--- src/hw/ptw_pkg.sv ---
`default_nettype none

package ptw_pkg;

  // ======================================================================
  // sv39 geometry
  // ======================================================================

  localparam int VADDR_W      = 39;
  localparam int PADDR_W      = 56;
  localparam int PPN_W        = 44;
  localparam int VPN_W        = 27;
  localparam int PAGE_IDX_W   = 9;
  localparam int PAGE_OFF_W   = 12;
  localparam int LEVELS       = 3;
  localparam int LEVEL_W      = 2;
  localparam int PTE_BYTES_LG = 3;

  localparam int TLB_ENTRIES  = 8;
  localparam int TLB_IDX_W    = $clog2(TLB_ENTRIES);

  localparam int PT_PAGES_LG  = 3;
  localparam int PT_WORD_AW   = PT_PAGES_LG + PAGE_IDX_W;  // 4096 ptes.

  localparam int PRIV_W = 2;
  localparam logic [PRIV_W-1:0] PRIV_S = 2'd1;
  localparam logic [PRIV_W-1:0] PRIV_U = 2'd0;

  typedef enum logic [1:0] {
    ACC_FETCH = 2'd0,
    ACC_LOAD  = 2'd1,
    ACC_STORE = 2'd2
  } access_e;

  // ======================================================================
  // page table entry and translation packets
  // ======================================================================

  typedef struct packed {
    logic [9:0]       reserved;
    logic [PPN_W-1:0] ppn;
    logic [1:0]       rsw;
    logic             d;
    logic             a;
    logic             g;
    logic             u;
    logic             x;
    logic             w;
    logic             r;
    logic             v;
  } sv39_pte_t;

  typedef struct packed {
    logic               v;
    access_e            kind;
    logic [VADDR_W-1:0] vaddr;
  } xlate_req_t;

  typedef struct packed {
    logic               v;
    logic [PADDR_W-1:0] paddr;
    logic               fault;
  } xlate_resp_t;

  typedef struct packed {
    logic               v;
    access_e            kind;
    logic [VADDR_W-1:0] vaddr;
  } ptw_miss_t;

  typedef struct packed {
    logic [PPN_W-1:0] ptag;
    logic             a;
    logic             d;
    logic             u;
    logic             x;
    logic             w;
    logic             r;
  } tlb_entry_t;

  typedef struct packed {
    logic               fill_v;
    logic               instr_fault_v;
    logic               load_fault_v;
    logic               store_fault_v;
    logic [VADDR_W-1:0] vaddr;
    tlb_entry_t         entry;
    logic [LEVEL_W-1:0] level;  // 0 page, 1 mega, 2 giga.
  } ptw_fill_t;

  typedef struct packed {
    logic                  v;
    logic [PAGE_OFF_W-1:0] page_offset;
  } mem_req_t;

  typedef struct packed {
    logic                  v;
    logic [PT_WORD_AW-1:0] addr;  // word address.
    sv39_pte_t             data;
  } pte_wr_t;

endpackage

`default_nettype wire
--- src/hw/tlb.sv ---
`timescale 1ns/1ps
`default_nettype none

module tlb
  import ptw_pkg::*;
(
  input  wire              clk_i,
  input  wire              reset_i,
  input  wire              tlb_flush_i,

  input  wire xlate_req_t  req_i,
  output logic             ready_o,
  output xlate_resp_t      resp_o,

  output ptw_miss_t        miss_o,
  input  wire ptw_fill_t   fill_i
);

  typedef struct packed {
    logic [VPN_W-1:0]   vtag;
    logic [LEVEL_W-1:0] level;
    tlb_entry_t         entry;
  } slot_t;

  slot_t                  slot_r [TLB_ENTRIES];
  logic [TLB_ENTRIES-1:0] valid_r;
  logic [TLB_IDX_W-1:0]   victim_r;

  logic                   pending_r;
  logic                   miss_v_r;
  access_e                req_kind_r;
  logic [VADDR_W-1:0]     req_vaddr_r;
  logic                   stale_r;  // request hit but failed the check.
  logic [TLB_IDX_W-1:0]   stale_idx_r;

  logic                   resp_v_r;
  logic [PADDR_W-1:0]     resp_paddr_r;
  logic                   resp_fault_r;

  logic [VPN_W-1:0]       req_vpn, fill_vpn;
  logic                   hit, hit_ok, accept, fault;
  logic [TLB_IDX_W-1:0]   hit_idx, fill_idx;
  slot_t                  hit_slot;

  function automatic logic vpn_match(input logic [VPN_W-1:0]   tag,
                                     input logic [LEVEL_W-1:0] lvl,
                                     input logic [VPN_W-1:0]   vpn);
    logic match;
    match = 1'b1;
    for (int l = 0; l < LEVELS; l++) begin
      if (l >= lvl && tag[l*PAGE_IDX_W +: PAGE_IDX_W] != vpn[l*PAGE_IDX_W +: PAGE_IDX_W]) begin
        match = 1'b0;
      end
    end
    return match;
  endfunction

  function automatic logic [PPN_W-1:0] map_ppn(input logic [PPN_W-1:0]   ptag,
                                               input logic [LEVEL_W-1:0] lvl,
                                               input logic [VPN_W-1:0]   vpn);
    logic [PPN_W-1:0] ppn;
    ppn = ptag;
    for (int l = 0; l < LEVELS-1; l++) begin
      if (l < lvl) begin
        ppn[l*PAGE_IDX_W +: PAGE_IDX_W] = vpn[l*PAGE_IDX_W +: PAGE_IDX_W];
      end
    end
    return ppn;
  endfunction

  // same leaf rules as the walker, minus privilege and mxr.
  function automatic logic perm_ok(input tlb_entry_t e, input access_e kind);
    logic ok;
    case (kind)
      ACC_FETCH: ok = e.x;
      ACC_LOAD:  ok = e.r;
      ACC_STORE: ok = e.w & e.d;
      default:   ok = 1'b0;
    endcase
    return ok & e.a;
  endfunction

  assign req_vpn  = req_i.vaddr[VADDR_W-1 -: VPN_W];
  assign fill_vpn = fill_i.vaddr[VADDR_W-1 -: VPN_W];

  always_comb begin
    hit     = 1'b0;
    hit_idx = '0;
    for (int i = 0; i < TLB_ENTRIES; i++) begin
      if (valid_r[i] && vpn_match(slot_r[i].vtag, slot_r[i].level, req_vpn)) begin
        hit     = 1'b1;
        hit_idx = TLB_IDX_W'(i);
      end
    end
  end

  assign hit_slot = slot_r[hit_idx];
  assign hit_ok   = hit & perm_ok(hit_slot.entry, req_i.kind);
  assign ready_o  = ~pending_r;
  assign accept   = req_i.v & ready_o;
  assign fault    = fill_i.instr_fault_v | fill_i.load_fault_v | fill_i.store_fault_v;
  assign fill_idx = stale_r ? stale_idx_r : victim_r;  // no duplicate tags.

  assign miss_o.v     = miss_v_r;  // walker is idle whenever this rises.
  assign miss_o.kind  = req_kind_r;
  assign miss_o.vaddr = req_vaddr_r;

  assign resp_o.v     = resp_v_r;
  assign resp_o.paddr = resp_paddr_r;
  assign resp_o.fault = resp_fault_r;

  always_ff @(posedge clk_i) begin
    if (reset_i) begin
      pending_r <= 1'b0;
      miss_v_r  <= 1'b0;
      resp_v_r  <= 1'b0;
      valid_r   <= '0;
      victim_r  <= '0;
    end else begin
      miss_v_r <= accept & ~hit_ok;
      resp_v_r <= (accept & hit_ok) | fill_i.fill_v | fault;
      if (accept & ~hit_ok) begin
        pending_r <= 1'b1;
      end else if (fill_i.fill_v | fault) begin
        pending_r <= 1'b0;
      end
      if (tlb_flush_i) begin
        valid_r <= '0;
      end else if (fill_i.fill_v) begin
        valid_r[fill_idx] <= 1'b1;
      end
      if (fill_i.fill_v & ~stale_r) begin
        victim_r <= victim_r + 1'b1;  // round robin.
      end
    end
  end

  always_ff @(posedge clk_i) begin
    if (accept) begin
      req_kind_r   <= req_i.kind;
      req_vaddr_r  <= req_i.vaddr;
      stale_r      <= hit;
      stale_idx_r  <= hit_idx;
      resp_paddr_r <= {map_ppn(hit_slot.entry.ptag, hit_slot.level, req_vpn),
                       req_i.vaddr[PAGE_OFF_W-1:0]};
      resp_fault_r <= 1'b0;
    end else if (fill_i.fill_v) begin
      resp_paddr_r <= {fill_i.entry.ptag, fill_i.vaddr[PAGE_OFF_W-1:0]};
      resp_fault_r <= 1'b0;
    end else if (fault) begin
      resp_paddr_r <= '0;
      resp_fault_r <= 1'b1;
    end
    if (fill_i.fill_v) begin
      slot_r[fill_idx] <= '{vtag: fill_vpn, level: fill_i.level, entry: fill_i.entry};
    end
  end

endmodule

`default_nettype wire

--- config.mk ---
export PLATFORM = sky130hd
export DESIGN_NAME = tlb
export DESIGN_NICKNAME = d
export VERILOG_FILES = /design/src/hw/ptw_pkg.sv /design/src/hw/tlb.sv
export SDC_FILE = /design/constraint.sdc
export NUM_CORES = 1
export LEC_CHECK = 0
export BUFFER_PORTS_ARGS = -buffer_cell sky130_fd_sc_hd__buf_2
export CAP_MARGIN = 20
export CORE_ASPECT_RATIO = 0.8
export CORE_MARGIN = 2
export CORE_UTILIZATION = 55
export CTS_CLUSTER_SIZE = 16
export DETAILED_ROUTE_END_ITERATION = 8
export GPL_TIMING_DRIVEN = 1
export HOLD_SLACK_MARGIN = 0.15
export PLACE_DENSITY = 0.74
export RECOVER_POWER = 50
export SETUP_SLACK_MARGIN = 0.02
export SYNTH_ARGS = -nofsm -noshare
export SYNTH_HDL_FRONTEND = slang
export SYNTH_SLANG_ARGS = --single-unit
--- constraint.sdc ---
create_clock -name clk_i -period 5.7 [get_ports clk_i]
set_input_delay 0.285 -clock clk_i [delete_from_list [all_inputs] [get_ports clk_i]]
set_output_delay 0.285 -clock clk_i [all_outputs]
set_load 0.005 [all_outputs]
# After elaboration in Yosys (flattened, before gate mapping)
# Memories as Yosys holds them, arrays and structs flattened.
# Index checks and enable logic that the tools add are counted.
# word_totals
register_bits	116
mem_bits_rw	632
in_bits	140
output_inout_bits	101
word_cells	173
memories	1
# mem_list
memory	depth	width	read_ports	rd_clocked_by_memory_dff	wr	line	text
slot_r	8	79	9	0	1	tlb.sv:25	slot_t slot_r [TLB_ENTRIES];
# classes
addsub	1
order_cmp	28
eq_ne	26
muxes	52
bitwise_logic	16
n_reduce_logical	38
# op_table
operator	count
9-bit inequality test	24
56-bit two-way mux	3
1-bit two-way mux	38
1-bit logical AND	33
1-bit by 2-bit greater-or-equal comparator with 1-bit output (first input constant)	16
3-bit two-way mux	7
9-bit two-way mux	2
2-bit greater-or-equal comparator (first input constant)	8
8-bit bitwise OR	1
1-bit bitwise AND	7
1-bit bitwise OR	5
1-bit by 2-bit less-than comparator with 1-bit output (first input constant)	2
3-bit by 4-bit less-than comparator with 1-bit output (second input constant)	1
2-bit OR reduction	2
3-bit by 1-bit adder with 3-bit output (second input constant)	1
1-bit demux with 3-bit select	1
3-bit by 1-bit greater-or-equal comparator with 1-bit output (second input constant)	1
1-bit NOT	3
1-bit case mux with 3 select lines	1
3-bit nonzero test	1
2-bit by 1-bit == test with 1-bit output (second input constant)	1
2-bit == test (second input constant)	1
2-bit logical NOT	1
2-bit nonzero test	1

# Longest topological paths before layout
# Gate-level depths: netlist (run 1).
# An unclocked memory read counts as a cell.
# depth
ltp_word	22
depth_mapped	16
depth_no_buf	13

# Worst setup path before layout (run 1)
# OpenSTA, ideal clock, no wires.
# synth_timing
path_kind	register to register
start	register stale_r
end	memory slot_r[4][0] in the netlist's numbering (enable)
setup_ps	517
arrival_ps	4245
t_required_ps	5183
setup_slack_ps	939
stages_incl_launch_ff	5
n_path_buf	1
period_less_slack_ps	4761
cell_sequence	edfxtp_1 clkbuf_1 mux2i_1 nand2_1 nor2_1
# synth_via
elab_chain_len	1
# synth_lines
item	line	text
from (decl)	tlb.sv:33	logic stale_r;
from (signal assigned)	tlb.sv:142	stale_r <= hit;
3-bit two-way mux	tlb.sv:102	assign fill_idx = stale_r ? stale_idx_r : victim_r;
to (decl)	tlb.sv:25	
# No other way between the ends.

# Final worst setup path (run 1)
# layout_timing
start	input port req_i[21] in the netlist's numbering
end	register resp_paddr_r[29] (data pin)
# layout_via
elab_chain_len	16
word_cells_on_any_way	46
classes_between	order compare: 1; eq/ne: 7; mux: 23; reduce/logical: 14; memory: 1
# layout_lines
item	line	text
from (decl)	tlb.sv:11	input wire xlate_req_t req_i,
9-bit inequality test	tlb.sv:51	if (l >= lvl && tag[l*PAGE_IDX_W +: PAGE_IDX_W] != vpn[l*PAGE_IDX_W +: PAGE_IDX_W]) begin
1-bit logical AND	tlb.sv:51	
1-bit two-way mux (2 in series)	tlb.sv:51	
1-bit logical AND	tlb.sv:90	if (valid_r[i] && vpn_match(slot_r[i].vtag, slot_r[i].level, req_vpn)) begin
1-bit two-way mux	tlb.sv:90	
3-bit two-way mux (5 in series)	tlb.sv:90	
3-bit two-way mux (*)	tlb.sv:90	
memory read 8 x 79 bit (*)	n/a	
1-bit by 2-bit less-than comparator with 1-bit output	tlb.sv:64	if (l < lvl) begin
9-bit two-way mux (*)	tlb.sv:64	
56-bit two-way mux (*)	tlb.sv:139	if (accept) begin
to (signal assigned)	tlb.sv:144	resp_paddr_r <= {map_ppn(hit_slot.entry.ptag, hit_slot.level, req_vpn),
to (signal assigned)	tlb.sv:148	resp_paddr_r <= {fill_i.entry.ptag, fill_i.vaddr[PAGE_OFF_W-1:0]};
to (decl)	tlb.sv:37	logic [PADDR_W-1:0] resp_paddr_r;
# Mark *: on every way between the ends. The rest lies on a longest branch, timed or not.
# A chain may end at the register's enable or synchronous reset.

==> impl_metrics.toml, run 1 <==
[outcome]
status = "complete, but fails checks"
violations = "max-capacitance violations, max-slew violations"

[worst_setup_path]
critical_path_class = "in2reg"
critPathCaptureType = "register"
regToRegStartpoint = "slot_r[7][61]$_DFFE_PP_"
critPathArrivalTime_ns = 5.27
r2r_cells = 12
required_ns = 6.03
ff2ff_setup_slack_ns = 1.21
cp-start-kind = "input port"
crit_start = "req_i[21]"
crit_fanout = 17
r2r-end = "resp_paddr_r[29]$_DFFE_PP_"

[synth]
synth_mux_area_share_pct = 8.507
synthCells = 1774
synth-compound-area-share_pct = 4.306
ys_async_sr_fraction_pct = 0
synth_top_area_share_pct = 73.02
synth_fp_nets = 1915
synth_cell_types = 78
avgSynthCellArea_um2 = 16.81
ys_seq_area_share_pct = 74.03
synth_top_family_by_area = "multiplexers"
synth_area_leaders = "edfxtp_1 (73%), mux2i_1 (7.7%), xnor2_1 (3.8%)"
ys.warnings.count = 0
syn_area_um2 = 29810
synth_simple_gate_area_share_pct = 4.818
synth_flop_cell = "edfxtp_1"
synth_largest_area_cell = "edfxtp_1"
synth_edf_count = 725
synth_fa_ha_area_share_pct = 0.04197
ys_seq_elements = 740
synth_xor_area_share_pct = 6.404

[min_path]
hold_start = "fill_i[94]"
min_path_type = "in2reg"
hold_depth = 3
hold_end = "resp_paddr_r[3]$_DFFE_PP_"

[drt]
drtAntennaViolNets = 0
vias = 17050
top_layer_used = "met5"
dr.pass1.iters = 6
vias_per_cell = 5.829
wire_per_inst_um = 23.25
wl_met1_mm = 28.49
drc = 0
drt_iter0_drc = 1714
dr_wl_met3_mm = 5.123
wl_mm = 68.02
dr_wl_met2_mm = 32.63

[power]
switchingPower_mw = 2.472
p_leak_nw = 12.87
power.density_nw_per_um2 = 331.5
power.share.clock_pct = 40.3
internal-power_mw = 9.220
swShare_pct = 21.14
share_comb_of_total_power_pct = 6.2
p_seq_share_pct = 53.5
power.ir.vdd_worst_mv = 0.2421

[global_routing]
gr-total-overflow = 0
grt_max_degree = 65
grt_pass1_wl_mm = 101.0
antenna_found_initial = 2
grt_usage_pct = 24.14
grt_pass1_vias = 17000

[place]
place_inst = 2656
placed_cell_area_um2 = 31750
io_buffer_count = 239
gp_congestion = 0.8405
dp_hpwl_mm = 39.73

[clocking]
cts_resized = 0
numCtsBuffers = 71
cts-htree-levels = 3
cts_root_buf = "clkbuf_16"
clock_latency_ns = 0.61
clkTransAtPathRegs_ns = 0.06
cts_tree = "done"
cts_setup_buffers = 0
clkSinkCount = 740
clock_path_buffers = 3

[finish]
nNetsFinal = 2306
synthToLayoutAreaGrowth_pct = 18.29
postLayoutCellArea_um2 = 35270
fin_cells = 2925
mostFrequentLayoutCell = "edfxtp_1"
final_cell_mix = "edfxtp_1 (725), mux2i_1 (229), clkbuf_1 (187)"
drive_gt1_share_pct = 10.67

[timing]
rsz0062_at_grt = "false"
period_share_pct = 86.71
setup_tns_ns = 0
worstMarginPinSlew_ns = 2.508
final_max_slew_viol_count = 73
hold_viol = 0
fmax_mhz = 202.3
slew_headroom_pct = -68.14
skew_ns = 0.02232
finalSetupViolations = 0
layout_min_cycle_time_ns = 4.942

[floorplanning]
io-pin-count = 241
initial_utilization_pct = 55.49
dieArea_um2 = 56100
core_area_um2 = 53730
placementRows = 76
fp.dieW_um = 264.3
dieHeight_um = 212.2

[job]
cap_violations = 2
final cells by class:
class,instances,area [um^2]
Multi-Input combinational cell,929,7241
Clock buffer,97,2051
Timing Repair Buffer,407,2666
Clock inverter,32,292.8
Tap cell,702,878.3
Sequential cell,740,22070
Inverter,16,61.31
Antenna cell,2,5.005
Fill cell,3738,18460
worst max path at each step:
stage                     slack (ns)  cells after the start                          to
after floorplan                 0.94                      4      slot_r[4][0]$_DFFE_PP_
after global placement          1.32                     14         resp_v_r$_SDFF_PP0_
after detailed placement        1.24                     13  resp_paddr_r[29]$_DFFE_PP_
after CTS                       1.33                     14  resp_paddr_r[29]$_DFFE_PP_
after global routing            0.53                     15  resp_paddr_r[29]$_DFFE_PP_
final                           0.76                     14  resp_paddr_r[29]$_DFFE_PP_
cells in the mapped netlist (all sizes together), types with 4 or more instances:
master and n:
and2 5, o21a 8, nand3b 11, clkbuf 26
mux4 9, nor4 21, o22ai 13, a21oi 30
nand2 94, xor2 89, o21ai 52, nand3 48
nor2b 4, o31ai 4, or2 4, inv 15
nor2 35, xnor2 129, a221oi 9, a31oi 14
o211ai 10, a22oi 4, edfxtp 725, nand4 27
nor3 19, a32o 4, dfxtp 15, mux2i 229
buf 63
routing by layer:
layer	vias to the layer above	GRT usage [%]
met4	2	7.661
met5	-	0
met2	756	39.14
met1	8541	33.21
met3	136	4.911
li1	7616	-
power by group through the flow:
stage	registers, mW	clock network (mW)	logic (mW)
global placement	6.36	0	0.648
global route	6.27	4.99	0.788
floorplan	6.38	0	0.339
detailed placement	6.37	0	0.668
finish	6.26	4.71	0.725
CTS	6.26	4.78	0.748
stage by stage:
stage / utilization, % / hold WS [ns] / setup WS [ns] / power (mW)
after floorplan: - / 0.3574 / 0.9385 / 6.718
final: 65.64 / 0.3723 / 0.7576 / 11.69
after global routing: 65.64 / 0.3741 / 0.5328 / 12.04
after global placement: 59.10 / 0.4493 / 1.321 / 7.009
after detailed placement: 59.10 / 0.4740 / 1.244 / 7.038
after CTS: 66.01 / 0.3359 / 1.331 / 11.78
cells by family (layout without fill, tap and decap cells):
family / count (synthesis) / count (layout)
compound gates: 189 / 189
other cells: 0 / 2
fa+ha+maj: 1 / 1
buf+inv: 105 / 552
simple gates: 280 / 280
flops: 740 / 740
mux: 241 / 241
xor+xnor: 218 / 218
repair_timing:
action / CTS / global route
hold buffers: 137 / 0
hold endpoints to repair: 724 / 0
setup endpoints to repair: 0 / 0
worst max-delay path, cell delays in order:
cell and delay, ns:
dlygate4sd3_1 0.54, clkbuf_1 0.63, xor2_1 0.16, nor4_1 0.68, a32o_1 0.34, nand2_1 0.51, nand2_2 0.40, nor2_8 0.05
inv_2 0.35, o32ai_1 0.17, o221ai_1 0.26, buf_4 0.25, and3_1 0.45, a221oi_1 0.19
state kept, by name (all words and copies together) (netlist names):
| signal | flops |
|---|---|
| stale_idx_r | 3 |
| miss_v_r | 1 |
| resp_paddr_r | 56 |
| valid_r | 8 |
| stale_r | 1 |
| resp_v_r | 1 |
| pending_r | 1 |
| req_kind_r | 2 |
| slot_r | 624 |
| resp_fault_r | 1 |
| req_vaddr_r | 39 |
| victim_r | 3 |
(Power assumes the default switching activity.)
==> run 2, diff against run 1 <==
==> constraint.sdc (replaced) <==
create_clock -name clk_i -period 5.7 [get_ports clk_i]
set_input_delay 0.57 -clock clk_i [delete_from_list [all_inputs] [get_ports clk_i]]
set_output_delay 0.57 -clock clk_i [all_outputs]
set_load 0.005 [all_outputs]
==> run 2 against run 1 <==
  * The flow still finishes with violations (max-capacitance violations, max-slew violations)
  * Sequential power barely moved
  * Fmax increased by 11%
  * Power is 0.77% lower
  * Die area unchanged
  * Critical path type unchanged
  * Largest cell class unchanged
==> impl_metrics.toml, run 2 (synthesized netlist as in run 1, its figures left out) <==
[timing]
worstMarginPinSlew_ns = 2.409
skew_ns = 0.02515
slew_headroom_pct = -61.48
rsz0062_at_grt = "false"
layout_min_cycle_time_ns = 4.470
fin_hold_ws_ns = 0.2123
finalSetupViolations = 0
period_share_pct = 78.42
final_max_slew_viol_count = 42
hold_viol = 0
setup_tns_ns = 0
timing.final.ws_setup_ns = 1.230
fmax_mhz = 223.7

[power]
power.density_nw_per_um2 = 341.1
power.ir.vdd_worst_mv = 0.1861
p_leak_nw = 12.40
power.share.clock_pct = 40.5
switchingPower_mw = 2.451
p_seq_share_pct = 54.0
swShare_pct = 21.13
internal-power_mw = 9.150
share_comb_of_total_power_pct = 5.6

[clocking]
cts_setup_buffers = 0
clkSinkCount = 740
numCtsBuffers = 73
cts_tree = "done"
holdBufCountCts = 8
cts-htree-levels = 3
clkTransAtPathRegs_ns = 0.06
cts_resized = 0
clock_path_buffers = 3
cts_root_buf = "clkbuf_16"
clock_latency_ns = 0.61

[worst_setup_path]
critPathCaptureType = "register"
required_ns = 6.01
regToRegStartpoint = "slot_r[2][60]$_DFFE_PP_"
critPathArrivalTime_ns = 4.78
ff2ff_setup_slack_ns = 1.43
crit_fanout = 32
cp-start-kind = "input port"
r2r_cells = 12
r2r-end = "resp_paddr_r[51]$_DFFE_PP_"
critical_path_class = "in2reg"

[outcome]
status = "complete, but fails checks"
violations = "max-capacitance violations, max-slew violations"

[floorplanning]
fp.dieW_um = 264.3
io-pin-count = 241
core_area_um2 = 53730
dieHeight_um = 212.2
initial_utilization_pct = 55.49
placementRows = 76
dieArea_um2 = 56100

[min_path]
hold_start = "req_i[10]"
hold_end = "req_vaddr_r[10]$_DFFE_PP_"
min_path_type = "in2reg"
hold_depth = 1

[global_routing]
gr-total-overflow = 0
antenna_found_initial = 6
grt_pass1_vias = 16300
grt_max_degree = 65
grt_pass1_wl_mm = 97.55
grt_usage_pct = 23.38

[finish]
largestRegisters = "slot_r x624, resp_paddr_r x56, req_vaddr_r x39"
nNetsFinal = 2188
drive_gt1_share_pct = 12.49
final_cell_mix = "edfxtp_1 (725), mux2i_1 (229), clkbuf_1 (169)"
synthToLayoutAreaGrowth_pct = 14.09
regArea_um2 = 22070
final_core_util_pct = 63.31
largest_reg_flops = 624
fill_cells = 3747
multi_input_area_um2 = 7241
regMostFlops = "slot_r"
mostFrequentLayoutCell = "edfxtp_1"
postLayoutCellArea_um2 = 34010

[drt]
dr.pass1.iters = 5
vias_per_cell = 5.812
drc = 0
drt_iter0_drc = 1531
drtAntennaViolNets = 0
wire_per_inst_um = 23.42
wl_mm = 65.80
vias = 16330

[place]
place_ws_ns = 1.016
gp_congestion = 0.8363
dp_hpwl_mm = 39.70
placed_cell_area_um2 = 31780
io_buffer_count = 239

[job]
cap_violations = 1
[run 2: cell count changes in the layout (fill, tap and decap cells not counted), moves of 2 or more]
| cell | previous run | this run |
|---|---|---|
| clkbuf_1 | 187 | 169 |
| clkinv_1 | 14 | 21 |
| buf_12 | 7 | 2 |
| clkinv_2 | 9 | 13 |
| clkinvlp_4 | 2 | 4 |
| dlygate4sd3_1 | 137 | 8 |
| clkbuf_8 | 7 | 4 |
| buf_2 | 65 | 76 |
| buf_4 | 23 | 38 |
[run 2: worst max-delay path by stage]
stage,startpoint,to,slack [ns]
4_1_cts,slot_r[2][78]$_DFFE_PP_,resp_paddr_r[54]$_DFFE_PP_,1.45
6_report,req_i[24],resp_paddr_r[51]$_DFFE_PP_,1.23
3_3_place_gp,req_i[20],resp_paddr_r[53]$_DFFE_PP_,1.09
5_1_grt,req_i[24],resp_paddr_r[54]$_DFFE_PP_,0.98
2_1_floorplan,stale_r$_DFFE_PP_,slot_r[4][0]$_DFFE_PP_,0.94
3_5_place_dp,req_i[30],resp_paddr_r[27]$_DFFE_PP_,1.02
[run 2: per-layer routing]
metal  wire (um)  vias up  global-route usage [%]  part of all wire (%)
li1            -     7380                       -                     -
met1       27520     8198                   32.06                    42
met4        1372        8                   6.407                   2.1
met3        5158      111                   5.177                   7.8
met5          48        -                       0                 0.073
met2       31710      635                   38.18                    48
[run 2: power by group through the flow]
| stage | Sequential (mW) | Clock [mW] | Combinational [mW] |
|---|---|---|---|
| finish | 6.26 | 4.69 | 0.647 |
| global route | 6.27 | 4.99 | 0.710 |
| CTS | 6.26 | 4.78 | 0.673 |
| detailed placement | 6.37 | 0 | 0.664 |
| global placement | 6.36 | 0 | 0.642 |
| floorplan | 6.38 | 0 | 0.339 |
[run 2: critical path, stage by stage]
cell and delay, ns:
clkbuf_1 0.67, xnor2_1 0.19, nand4_1 0.20, nor3_1 0.37, a22oi_1 0.17, or2_4 0.30
a211o_1 0.43, a31oi_4 0.59, buf_4 0.59, mux2i_1 0.25, mux2i_1 0.10, mux2i_1 0.19
o21ai_0 0.12
[run 2: stage by stage]
stage / power, mW / std cells
after global placement: 7.004 / 2666
final: 11.60 / 2810
after floorplan: 6.718 / 1774
after global routing: 11.97 / 2808
after detailed placement: 7.035 / 2666
after CTS: 11.71 / 2808
[run 2: area by class of cell]
type	instances	area share, %
well taps	702	2.582
flip-flops and latches	740	64.89
clock inverters	45	1.019
inverters	16	0.1802
clock buffers	89	5.915
diodes	2	0.01471
multi-input cells	929	21.29
repair buffers	287	4.113
