`config.mk`:
```
export PLATFORM = sky130hd
export DESIGN_NAME = ptw_walker
export DESIGN_NICKNAME = d
export VERILOG_FILES = /design/src/hw/ptw_pkg.sv /design/src/hw/ptw_walker.sv
export SDC_FILE = /design/constraint.sdc
export NUM_CORES = 1
export LEC_CHECK = 0
export BUFFER_PORTS_ARGS = -buffer_cell sky130_fd_sc_hd__buf_4
export CAP_MARGIN = 5
export CORE_MARGIN = 3
export CORE_UTILIZATION = 45
export DETAILED_ROUTE_END_ITERATION = 6
export GPL_TIMING_DRIVEN = 1
export HOLD_SLACK_MARGIN = 0.12
export PLACE_DENSITY = 0.79
export SYNTH_ARGS = -nofsm -noshare
export SYNTH_HDL_FRONTEND = slang
export SYNTH_SLANG_ARGS = --single-unit
```
`constraint.sdc`:
```
create_clock -name clk_i -period 4.4 [get_ports clk_i]
set_input_delay 1.32 -clock clk_i [delete_from_list [all_inputs] [get_ports clk_i]]
set_output_delay 1.32 -clock clk_i [all_outputs]
set_load 0.01 [all_outputs]
```
`src/hw/ptw_pkg.sv`:
```
`default_nettype none

package ptw_pkg;

  // ======================================================================
  // sv39 geometry
  // ======================================================================

  localparam int VADDR_W      = 39;
  localparam int PADDR_W      = 56;
  localparam int PPN_W        = 44;
  localparam int VPN_W        = 27;
  localparam int PAGE_IDX_W   = 9;
  localparam int PAGE_OFF_W   = 12;
  localparam int LEVELS       = 3;
  localparam int LEVEL_W      = 2;
  localparam int PTE_BYTES_LG = 3;

  localparam int TLB_ENTRIES  = 8;
  localparam int TLB_IDX_W    = $clog2(TLB_ENTRIES);

  localparam int PT_PAGES_LG  = 3;
  localparam int PT_WORD_AW   = PT_PAGES_LG + PAGE_IDX_W;  // 4096 ptes.

  localparam int PRIV_W = 2;
  localparam logic [PRIV_W-1:0] PRIV_S = 2'd1;
  localparam logic [PRIV_W-1:0] PRIV_U = 2'd0;

  typedef enum logic [1:0] {
    ACC_FETCH = 2'd0,
    ACC_LOAD  = 2'd1,
    ACC_STORE = 2'd2
  } access_e;

  // ======================================================================
  // page table entry and translation packets
  // ======================================================================

  typedef struct packed {
    logic [9:0]       reserved;
    logic [PPN_W-1:0] ppn;
    logic [1:0]       rsw;
    logic             d;
    logic             a;
    logic             g;
    logic             u;
    logic             x;
    logic             w;
    logic             r;
    logic             v;
  } sv39_pte_t;

  typedef struct packed {
    logic               v;
    access_e            kind;
    logic [VADDR_W-1:0] vaddr;
  } xlate_req_t;

  typedef struct packed {
    logic               v;
    logic [PADDR_W-1:0] paddr;
    logic               fault;
  } xlate_resp_t;

  typedef struct packed {
    logic               v;
    access_e            kind;
    logic [VADDR_W-1:0] vaddr;
  } ptw_miss_t;

  typedef struct packed {
    logic [PPN_W-1:0] ptag;
    logic             a;
    logic             d;
    logic             u;
    logic             x;
    logic             w;
    logic             r;
  } tlb_entry_t;

  typedef struct packed {
    logic               fill_v;
    logic               instr_fault_v;
    logic               load_fault_v;
    logic               store_fault_v;
    logic [VADDR_W-1:0] vaddr;
    tlb_entry_t         entry;
    logic [LEVEL_W-1:0] level;  // 0 page, 1 mega, 2 giga.
  } ptw_fill_t;

  typedef struct packed {
    logic                  v;
    logic [PAGE_OFF_W-1:0] page_offset;
  } mem_req_t;

  typedef struct packed {
    logic                  v;
    logic [PT_WORD_AW-1:0] addr;  // word address.
    sv39_pte_t             data;
  } pte_wr_t;

endpackage

`default_nettype wire
```
`src/hw/ptw_walker.sv`:
```
`timescale 1ns/1ps
`default_nettype none

module ptw_walker
  import ptw_pkg::*;
(
  input  wire                clk_i,
  input  wire                reset_i,

  input  wire [PPN_W-1:0]    satp_ppn_i,
  input  wire [PRIV_W-1:0]   priv_mode_i,
  input  wire                sum_i,
  input  wire                mxr_i,
  output logic               busy_o,

  input  wire ptw_miss_t     miss_i,
  output ptw_fill_t          fill_o,

  output mem_req_t           mem_req_o,
  output logic [PPN_W-1:0]   mem_tag_o,
  output logic               mem_tag_v_o,
  input  wire                mem_ready_i,

  input  wire                mem_data_v_i,
  input  wire sv39_pte_t     mem_data_i
);

  typedef enum logic [2:0] {
    ST_IDLE,
    ST_SEND,
    ST_WAIT,
    ST_RECV,
    ST_WRITEBACK
  } state_e;

  state_e state_r, state_n;

  ptw_miss_t                         miss_r;
  logic                              start;
  logic                              eval;
  logic [LEVEL_W-1:0]                level_r;
  logic [PPN_W-1:0]                  ppn_r;
  sv39_pte_t                         pte_r;
  logic                              pte_v_r;

  logic [VPN_W-1:0]                  vpn;
  logic [LEVELS-1:0][PAGE_IDX_W-1:0] vpn_slice;
  logic [LEVELS-2:0]                 misaligned_bits;
  logic [PPN_W-1:0]                  leaf_ppn;
  tlb_entry_t                        entry;

  logic is_fetch, is_load, is_store;
  logic is_leaf, pte_invalid, leaf_not_found;
  logic priv_fault, misaligned, ad_fault, common_fault, any_fault;

  assign start  = (state_r == ST_IDLE) & miss_i.v;
  assign busy_o = (state_r != ST_IDLE);
  assign eval   = (state_r == ST_RECV) & pte_v_r;  // registered pte is here.

  assign vpn = miss_r.vaddr[VADDR_W-1 -: VPN_W];

  for (genvar i = 0; i < LEVELS; i++) begin : g_vpn
    assign vpn_slice[i] = vpn[i*PAGE_IDX_W +: PAGE_IDX_W];
  end

  // superpages take their low ppn bits from the virtual address.
  for (genvar i = 0; i < LEVELS-1; i++) begin : g_super
    assign misaligned_bits[i] = (level_r > i) & (|pte_r.ppn[i*PAGE_IDX_W +: PAGE_IDX_W]);
    assign leaf_ppn[i*PAGE_IDX_W +: PAGE_IDX_W] =
      (level_r > i) ? vpn_slice[i] : ppn_r[i*PAGE_IDX_W +: PAGE_IDX_W];
  end
  assign leaf_ppn[PPN_W-1:(LEVELS-1)*PAGE_IDX_W] = ppn_r[PPN_W-1:(LEVELS-1)*PAGE_IDX_W];

  // ======================================================================
  // memory side
  // ======================================================================

  assign mem_req_o.v           = mem_ready_i & (state_r == ST_SEND);
  assign mem_req_o.page_offset = {vpn_slice[level_r], {PTE_BYTES_LG{1'b0}}};
  assign mem_tag_o             = ppn_r;
  assign mem_tag_v_o           = (state_r == ST_WAIT);

  // ======================================================================
  // pte checks
  // ======================================================================

  assign is_fetch = (miss_r.kind == ACC_FETCH);
  assign is_load  = (miss_r.kind == ACC_LOAD);
  assign is_store = (miss_r.kind == ACC_STORE);

  assign is_leaf        = pte_r.r | pte_r.w | pte_r.x;
  assign pte_invalid    = ~pte_r.v | (pte_r.w & ~pte_r.r);
  assign leaf_not_found = (level_r == '0) & ~is_leaf;
  assign priv_fault     = is_leaf
    & ((pte_r.u & (priv_mode_i == PRIV_S) & (is_fetch | ~sum_i))
       | (~pte_r.u & (priv_mode_i == PRIV_U)));
  assign misaligned     = is_leaf & (|misaligned_bits);
  assign ad_fault       = is_leaf & (~pte_r.a | (is_store & ~pte_r.d));
  assign common_fault   = pte_invalid | leaf_not_found | priv_fault | misaligned | ad_fault;

  assign fill_o.instr_fault_v = eval & is_fetch
    & (common_fault | (is_leaf & ~pte_r.x));
  assign fill_o.load_fault_v  = eval & is_load
    & (common_fault | (is_leaf & ~(pte_r.r | (pte_r.x & mxr_i))));
  assign fill_o.store_fault_v = eval & is_store
    & (common_fault | (is_leaf & ~pte_r.w));
  assign any_fault = fill_o.instr_fault_v | fill_o.load_fault_v | fill_o.store_fault_v;

  assign entry.ptag = leaf_ppn;
  assign entry.a    = pte_r.a;
  assign entry.d    = pte_r.d;
  assign entry.u    = pte_r.u;
  assign entry.x    = pte_r.x;
  assign entry.w    = pte_r.w;
  assign entry.r    = pte_r.r;

  assign fill_o.fill_v = (state_r == ST_WRITEBACK);
  assign fill_o.vaddr  = miss_r.vaddr;
  assign fill_o.entry  = entry;
  assign fill_o.level  = level_r;

  always_comb begin
    state_n = state_r;
    case (state_r)
      ST_IDLE:      state_n = start ? ST_SEND : ST_IDLE;
      ST_SEND:      state_n = mem_ready_i ? ST_WAIT : ST_SEND;
      ST_WAIT:      state_n = ST_RECV;
      ST_RECV: begin
        if (pte_v_r) begin
          if (any_fault) begin
            state_n = ST_IDLE;
          end else begin
            state_n = is_leaf ? ST_WRITEBACK : ST_SEND;
          end
        end
      end
      ST_WRITEBACK: state_n = ST_IDLE;
      default:      state_n = ST_IDLE;
    endcase
  end

  always_ff @(posedge clk_i) begin
    if (reset_i) begin
      state_r <= ST_IDLE;
      level_r <= '0;
      pte_v_r <= 1'b0;
    end else begin
      state_r <= state_n;
      pte_v_r <= mem_data_v_i;
      if (start) begin
        level_r <= LEVEL_W'(LEVELS-1);
      end else if (eval & ~is_leaf & ~any_fault) begin
        level_r <= level_r - 1'b1;  // descend one level.
      end
    end
  end

  always_ff @(posedge clk_i) begin
    if (start) begin
      miss_r <= miss_i;
      ppn_r  <= satp_ppn_i;
    end else if (eval) begin
      ppn_r  <= pte_r.ppn;
    end
    if (mem_data_v_i) begin
      pte_r <= mem_data_i;
    end
  end

endmodule

`default_nettype wire

```
### Word level (Yosys, flattened, before mapping)

Cells that the tools add are included.

* output and inout port bits: 154
* bits of input ports: 158
* memory bits (read-only): 0
* register bits: 142
* logic and storage cells: 105
* bits in writable memories: 0
* memories kept: 0
* bits in latches: 0

* bitwise logic cells: 53
* shift operators: 0
* reductions and logical operators: 11
* muxes and demuxes: 14
* multipliers: 0
* add/subtract/negate cells: 1
* div/mod/pow operators: 0
* equality and inequality tests: 8
* order comparisons: 3

Operator list (count)
* 2-to-1 mux 44 bit: 2
* 2-to-1 mux 9 bit: 3
* bitwise AND 1 bit: 26
* binary-select mux 9 bit (select 2 bit): 1
* OR reduction 9 bit: 2
* bitwise OR 1 bit: 16
* case mux 3 bit (4 select lines): 1
* inverter 1 bit: 11
* 2-to-1 mux 3 bit: 3
* == test 3 x 2 -> 1 bit, second input constant: 2
* zero test 2 bit: 3
* 2-to-1 mux 2 bit: 3
* == test 2 x 1 -> 1 bit, second input constant: 2
* greater-than comparator 2 x 1 -> 1 bit, second input constant: 2
* nonzero test 2 bit: 2
* OR reduction 2 bit: 2
* == test 3 x 1 -> 1 bit, second input constant: 1
* == test 3 bit, second input constant: 1
* zero test 3 bit: 1
* < comparator 2 x 3 -> 1 bit, second input constant: 1
* nonzero test 3 bit: 1
* == test 2 bit, second input constant: 1
* inequality test 2 bit, second input constant: 1
* subtractor 2 x 1 -> 2 bit, second input constant: 1
* 2-to-1 mux 1 bit: 1

### Longest topological paths before layout

Gate-level depths: netlist (run 1).

* word-level depth: 16
* mapped depth: 8
* gate-level depth less buffers: 7

### Least setup slack after synthesis (run 1)

Ideal clock, no wire load.

* path kind: input to output
* start: input sum_i
* end: output fill_o[93] in the netlist's numbering
* slack: 0.637 ns
* buffers on the path: 0
* required time: 3.080 ns
* cell stages on the path: 5
* data arrival time: 2.443 ns
* cells stage by stage: o211ai_1 > nand2_1 > nor3_1 > nor4_2 > a2111oi_0

RTL lines
* start: declaration: RTL line ptw_walker.sv:12 `input wire sum_i,`
* end: declaration: RTL line ptw_walker.sv:17 `output ptw_fill_t fill_o,`

==> results of run 1 <==
-- Yosys cell counts, drive strengths merged, types with 2 or more instances --
cell type | instances | area, um^2
a2111oi | 3 | 26.3
a211oi | 3 | 27.5
a21o | 2 | 15.0
a21oi | 2 | 10.0
a31oi | 2 | 12.5
buf | 80 | 599
clkbuf | 3 | 11.3
dfxtp | 6 | 120
edfxtp | 136 | 4080
ha | 2 | 25.0
inv | 5 | 18.8
mux2 | 62 | 698
mux2i | 9 | 90.1
nand2 | 14 | 52.6
nand2b | 7 | 46.3
nor2 | 7 | 26.3
nor2b | 2 | 12.5
nor3 | 9 | 45.0
nor3b | 2 | 15.0
nor4 | 3 | 25.0
o21ai | 11 | 55.1
or2 | 2 | 12.5
or3 | 4 | 25.0
-- state kept, by name, indices dropped and copies added, names as in the netlist --
register and cells:
fill_o 45, level_r 2, mem_tag_o 44, miss_r 2
pte_r 45, pte_v_r 1, state_r 3
-- through the flow --
step,cells,utilization [%],cell area (um^2)
2_1_floorplan,388,-,6140
3_3_place_gp,783,60.4,8030
3_5_place_dp,783,60.4,8030
4_1_cts,813,64.4,8560
5_1_grt,813,64.4,8560
6_report,813,64.4,8560
-- where the power goes --
group	leakage, nW	internal, mW	switching (mW)	total, mW
sequential	1.36	1.63	0.0716	1.70
combinational	1.90	0.321	0.257	0.578
clock	0.248	0.763	0.510	1.27
total	3.51	2.71	0.838	3.55
-- cell type report --
class	instances	area (um^2)	share of cell area (%)
flip-flops and latches	142	4200	49.1
repair buffers	302	2270	26.5
multi-input cells	158	1320	15.4
clock buffers	18	429	5.02
well taps	176	220	2.57
clock inverters	12	100	1.17
inverters	5	18.8	0.219
-- layer usage --
layer	GRT usage (%)	vias up
li1	-	1849
met1	22.1	1907
met4	8.82	0
met2	35.5	201
met3	6.82	33
met5	0	-
-- cells by family (layout without fill, tap and decap cells) --
logic type,Yosys count,in the layout,synth area share (%)
adder cells (fa/ha/maj),2,2,0.408
AO/OA/AOI/OAI,30,30,3.33
multiplexers,71,71,12.9
buffers and inverters,88,337,10.3
AND/OR/NAND/NOR,51,51,4.41
flip-flops,142,142,68.5
XOR/XNOR,1,1,0.143
other,1,3,0.0611
-- placed cells by master, fill, tap and decap left out, types with 2 or more instances in the layout --
master	Yosys	routed
a211oi_1	2	2
o21ai_0	11	11
a21o_1	2	2
clkbuf_16	0	17
inv_1	5	5
nor4_1	2	2
a31oi_1	2	2
edfxtp_1	136	136
a21oi_1	2	2
clkinv_2	0	3
ha_1	2	2
nor2b_1	2	2
or3_1	4	4
mux2_2	50	50
nor2_1	7	6
nand2b_2	1	2
nand2_1	14	14
nand2b_1	6	5
clkinvlp_4	0	4
mux2_1	12	12
dfxtp_1	6	6
mux2i_1	9	9
nor3b_1	2	2
clkinv_4	0	2
a2111oi_0	3	3
conb_1	1	3
clkinv_1	0	2
buf_4	75	302
nor3_1	9	9
-- how the worst min path moves through the flow --
| stage | depth (start not counted) | from | end |
|---|---|---|---|
| floorplan | 1 | state_r[2] | state_r[1] |
| finish | 1 | pte_r[44] | mem_tag_o[34] |
| detailed placement | 1 | state_r[2] | state_r[1] |
| CTS | 1 | state_r[2] | state_r[1] |
| global route | 1 | pte_r[46] | mem_tag_o[36] |
| global placement | 1 | state_r[2] | state_r[1] |
==> impl_metrics.toml, run 1 <==
[status]
status = "finished clean"

[clocking]
clk_latency_ns = 0.40
h-tree-depth = 4
clk_pin_slew_worst_paths_ns = 0.06
holdBufCountCts = 0
cts-resized-gates = 0
clock_path_buffers = 2
cts_tree = "built"
cts_sinks = 142
root_buffer = "clkbuf_16"
post_cts_buffers = 0
cts_buffers = 17

[synth]
async_flop_share_pct = 0
ys.flop_type = "edfxtp_1"
yosysUniqueCellTypes = 41
ys_ff_latch = 142
synth_edf_count = 136
syn_area_per_cell_um2 = 15.9
synth_cells = 386
yosysWarnings = 0
synth_seq_area_share_pct = 68.5
netlist_area_um2 = 6130

[timing]
max_freq_mhz = 246
timing.final.ws_setup_ns = 0.338
setup_viol = 0
finalCriticalPeriod_ns = 4.06
period_share_pct = 92.3
hold_viol_final = 0
relSlewSlack_pct = 39.5
finClkSkew_ns = 0.00590
finalSetupTns_ns = 0
final_max_slew_viol_count = 0
rsz0062_at_grt = "false"
holdWs_ns = 0.525
tightest_slew_ns = 0.907

[route]
drtPass1Iterations = 4
met2_length_mm = 8.14
ant_nets = 0
wl_mm = 15.6
vias = 3990
routed.top_layer = "met4"
met3WireLength_mm = 1.39
drcViolationCount = 0
m1WireLength_mm = 5.62
drt_iter0_markers = 196
wl_per_cell_um = 19.2
via_per_inst = 4.91

[layout]
antenna_cells = 0
drive_gt1_share_pct = 60.4
n_fill_cell = 1022
nNetsFinal = 786
area_growth_syn_to_layout_pct = 39.5

[worst_setup_path]
reg2reg_depth = 4
max_stage_delay_ns = 0.64
worst_setup_path_start_kind = "register"
crit_family = "flip-flops"
arrival_ns = 2.74
crit_path_max_fanout = 13
path_class = "register to output pin"
cp_slowest_cell = "dfxtp_1"
r2r-end = "fill_o[63]"
path_cells = "inv_1, ha_1, nor2b_1, o21bai_1, o2111ai_1, nor4_2, a2111oi_0, buf_4"
worstSetupPathDepth = 8
startpoint = "level_r[1]"
crit_required_ns = 3.08
cp_num_buf_inv = 2
cp-end-kind = "output pin"
crit-reg2reg-launch = "state_r[0]"
cp-endpoint = "fill_o[92]"
rrSetupSlack_ns = 2.00

[floorplan]
coreArea_um2 = 13300
ios = 312
die_y_um = 123
initial_utilization_pct = 46.1
num_rows = 42
dieArea_um2 = 15100
die_w_um = 123

[global_routing]
antenna_found_initial = 0
grt_usage_pct = 20.2
grt_max_degree = 56
grt_pass1_vias = 4215
grt_pass1_wl_mm = 22.4
grt_overflow = 0

[placed_design]
portBuffers = 295
dp_hpwl_mm = 12.0
place_ws_ns = 0.404
place_congestion = 0.802

[pwr]
finalPower_mw = 3.55
ir_worst_vdd_mv = 0.285
leakage_nw = 3.51
p_per_area_nw_per_um2 = 415

[job]
drv_cap = 0

[hold_path]
min_path_type = "register to register"
Power figures use the tool's default switching activity.
==> inputs of run 2 (changes only) <==
Settings changed: CORE_ASPECT_RATIO set to 1.2.
==> impl_metrics.toml, run 2 (synthesized netlist as in run 1, its figures left out) <==
[hold_path]
min_path_type = "register to register"

[layout]
antenna_cells = 0
design_area_um2 = 8560
final_core_util_pct = 64.4
final_common_cell = "buf_4"
final_cells = 806
layout_common_cells = "buf_4 (300), edfxtp_1 (136), mux2_2 (50), clkbuf_16 (17), nand2_1 (14)"
nNetsFinal = 785
drive_gt1_share_pct = 60.7
area_growth_syn_to_layout_pct = 39.6
n_fill_cell = 999

[floorplan]
initial_utilization_pct = 46.1
coreArea_um2 = 13300
dieArea_um2 = 15100
num_rows = 46
ios = 312
die_y_um = 134
die_w_um = 113

[global_routing]
grt_overflow = 0
grtUsageMet3_pct = 7.18
use_met2_pct = 38.0
busiest_layer = "met2"
grt_usage_pct = 20.7
grt_pass1_vias = 4253
grt_max_degree = 88
grt_pass1_wl_mm = 23.6
use_met1_pct = 22.3
antenna_found_initial = 0

[clocking]
root_buffer = "clkbuf_16"
holdBufCountCts = 0
cts-resized-gates = 0
clk_latency_ns = 0.41
cts_buffers = 17
post_cts_buffers = 0
clk_pin_slew_worst_paths_ns = 0.06
clock_path_buffers = 2
h-tree-depth = 4
cts_tree = "built"
cts_sinks = 142

[worst_setup_path]
max_stage_delay_ns = 0.48
crit_required_ns = 3.08
worst_setup_path_start_kind = "input pin"
cp-end-kind = "output pin"
cp_num_buf_inv = 2
path_class = "input pin to output pin"
crit_path_max_fanout = 4
crit_family = "compound AO/OA/AOI/OAI gates"
path_cells = "buf_4, o211ai_1, nand2_1, nor3_1, nor4_2, a2111oi_0, buf_4"
arrival_ns = 2.67
critPathMostFrequentCell = "buf_4"
cp_slowest_cell = "a2111oi_0"

[timing]
max_freq_mhz = 251
tightest_slew_ns = 0.846
holdWs_ns = 0.525
finalSetupTns_ns = 0
period_share_pct = 90.6
final_max_slew_viol_count = 0
hold_viol_final = 0
finClkSkew_ns = 0.00780
rsz0062_at_grt = "false"
timing.final.ws_setup_ns = 0.414
setup_viol = 0
finalCriticalPeriod_ns = 3.99
relSlewSlack_pct = 43.4

[placed_design]
dp_hpwl_mm = 12.2
place_area_um2 = 8020
place_ws_ns = 0.457
dp.cells = 774
place_congestion = 0.891
portBuffers = 295

[route]
wl_per_cell_um = 19.9
drtPass1Iterations = 4
ant_nets = 0
drcViolationCount = 0
wl_mm = 16.1
via_per_inst = 4.96
vias = 3998
drt_iter0_markers = 167

[pwr]
p_per_area_nw_per_um2 = 416
ir_worst_vdd_mv = 0.249
finalPower_mw = 3.57
leakage_nw = 3.52

[status]
status = "finished clean"

[job]
drv_cap = 0
-- run 2: cell count changes in the layout (fill, tap and decap cells not counted), sizes merged --
cell,previous run,this run
bufinv,1,0
clkinv,7,9
buf,302,301
clkinvlp,4,1
clkbuf,18,17
inv,5,10
-- run 2: final timing paths --
path,from,cells past startpoint,slack [ns],to
worst min-delay path,state_r[2],1,0.53,state_r[1]
worst min register to register,state_r[2],1,0.53,state_r[1]
worst max-delay path,sum_i,7,0.41,fill_o[93]
worst max register to register,state_r[0],4,2.15,mem_tag_o[40]
-- run 2: power by group --
group	total, mW	internal [mW]	switching, mW
sequential	1.69	1.63	0.0659
combinational	0.584	0.323	0.262
clock	1.29	0.727	0.561
-- run 2: layout make-up --
| type | instances | area, um^2 | area share, % |
|---|---|---|---|
| Multi-Input combinational cell | 158 | 1320 | 15.4 |
| Sequential cell | 142 | 4200 | 49.1 |
| Timing Repair Buffer | 301 | 2270 | 26.5 |
| Clock inverter | 15 | 113 | 1.32 |
| Inverter | 5 | 18.8 | 0.219 |
| Tap cell | 168 | 210 | 2.46 |
| Clock buffer | 17 | 425 | 4.97 |
-- run 2: layer usage --
metal  share of wire, %  vias to the layer above
li1                   -                     1848
met5                  0                        -
met2                 55                      220
met3                8.7                       18
met1                 34                     1912
met4                1.6                        0
==> inputs of run 3 (changes only) <==
Settings changed: CORE_ASPECT_RATIO 1.2 to not set, CORE_MARGIN 3 to 2, RECOVER_POWER set to 50.
==> impl_metrics.toml, run 3 (synthesized netlist as in run 1, its figures left out) <==
[status]
status = "finished, violations left"
violations = "capacitance limit, slew limit"

[floorplan]
initial_utilization_pct = 46.1
dieArea_um2 = 14600
ios = 312
num_rows = 42
die_y_um = 121
coreArea_um2 = 13300
die_w_um = 121

[timing]
holdWs_ns = 0.526
finClkSkew_ns = 0.00732
timing.final.ws_setup_ns = 0.311
period_share_pct = 92.9
finalSetupTns_ns = 0
hold_viol_final = 0
tightest_slew_ns = 2.84
setup_viol = 0
max_freq_mhz = 245
final_max_slew_viol_count = 53
finalCriticalPeriod_ns = 4.09
relSlewSlack_pct = -89.1
rsz0062_at_grt = "false"

[hold_path]
min_path_type = "register to register"

[global_routing]
grt_overflow = 0
grt_pass1_wl_mm = 21.9
grt_pass1_vias = 4125
grt_max_degree = 88
antenna_found_initial = 0
grt_usage_pct = 20.4

[clocking]
cts_tree = "built"
cts-resized-gates = 0
clock_path_buffers = 2
post_cts_buffers = 0
h-tree-depth = 4
clk_latency_ns = 0.40
clk_pin_slew_worst_paths_ns = 0.06
cts_buffers = 17
cts_sinks = 142
root_buffer = "clkbuf_16"
holdBufCountCts = 0

[worst_setup_path]
cp_slowest_cell = "dfxtp_1"
max_stage_delay_ns = 0.61
cp-endpoint = "fill_o[92]"
crit_path_max_fanout = 13
cp-end-kind = "output pin"
worst_setup_path_start_kind = "register"
crit-reg2reg-launch = "state_r[0]"
rrSetupSlack_ns = 1.89
crit_required_ns = 3.08
path_cells = "inv_1, ha_1, nor2b_1, o21bai_1, o2111ai_1, nor4_2, a2111oi_0, buf_4"
r2r-end = "mem_tag_o[12]"
arrival_ns = 2.77
path_class = "register to output pin"
startpoint = "level_r[1]"
reg2reg_depth = 4

[pwr]
leakage_nw = 3.23
finalPower_mw = 3.57
p_per_area_nw_per_um2 = 430
ir_worst_vdd_mv = 0.285

[layout]
nNetsFinal = 783
drive_gt1_share_pct = 48.9
final_core_util_pct = 62.4
antenna_cells = 0
final_cells = 812
n_fill_cell = 1092
design_area_um2 = 8300
area_growth_syn_to_layout_pct = 35.3
final_common_cell = "buf_4"
layout_common_cells = "buf_4 (138), edfxtp_1 (136), clkbuf_4 (91), clkbuf_1 (73), mux2_2 (50)"

[route]
met3WireLength_mm = 1.31
routed.top_layer = "met4"
vias = 3931
wl_mm = 15.2
drcViolationCount = 0
drtPass1Iterations = 4
wl_per_cell_um = 18.7
via_per_inst = 4.84
ant_nets = 0
drt_iter0_markers = 213
met2_length_mm = 7.90
m1WireLength_mm = 5.69

[placed_design]
place_area_um2 = 8010
dp.cells = 780
portBuffers = 295
place_congestion = 0.843
place_ws_ns = 0.548
dp_hpwl_mm = 11.3

[job]
drv_cap = 1
## run 3: report_power, final
| part | total, mW | switching, mW | internal (mW) | leakage (nW) |
|---|---|---|---|---|
| clock | 1.34 | 0.515 | 0.827 | 0.261 |
| combinational | 0.523 | 0.252 | 0.272 | 1.61 |
| sequential | 1.70 | 0.0700 | 1.63 | 1.36 |
## run 3: critical path: cells and delay by family, from the launching register on
| kind | cells | cell delay (ns) |
|---|---|---|
| AND/OR/NAND/NOR | 2 | 0.63 |
| flip-flops | 1 | 0.61 |
| AO/OA/AOI/OAI | 3 | 0.47 |
| buffers and inverters | 2 | 0.34 |
| adder cells (fa/ha/maj) | 1 | 0.32 |
## run 3: metal layers
layer	vias to the layer above	global-route usage [%]
li1	1839	-
met1	1876	22.7
met2	197	36.0
met3	19	6.98
met4	0	7.56
met5	-	0
## run 3: how the worst min path moves through the flow
stage / startpoint / to / slack [ns] / depth (start not counted)
final: pte_r[47] / mem_tag_o[37] / 0.53 / 1
after global routing: pte_r[47] / mem_tag_o[37] / 0.55 / 1
after CTS: pte_r[47] / mem_tag_o[37] / 0.53 / 1
after detailed placement: pte_r[44] / mem_tag_o[34] / 0.51 / 1
after global placement: state_r[2] / state_r[1] / 0.49 / 1
after floorplan: state_r[2] / state_r[1] / 0.46 / 1
## run 3: cell type report
class                           count  area, um^2  area share (%)
Clock buffer                       20         437            5.26
Multi-Input combinational cell    158        1310            15.8
Inverter                            5        18.8           0.226
Sequential cell                   142        4200            50.7
Clock inverter                     12         121            1.46
Tap cell                          176         220            2.65
Timing Repair Buffer              299        1980            23.9
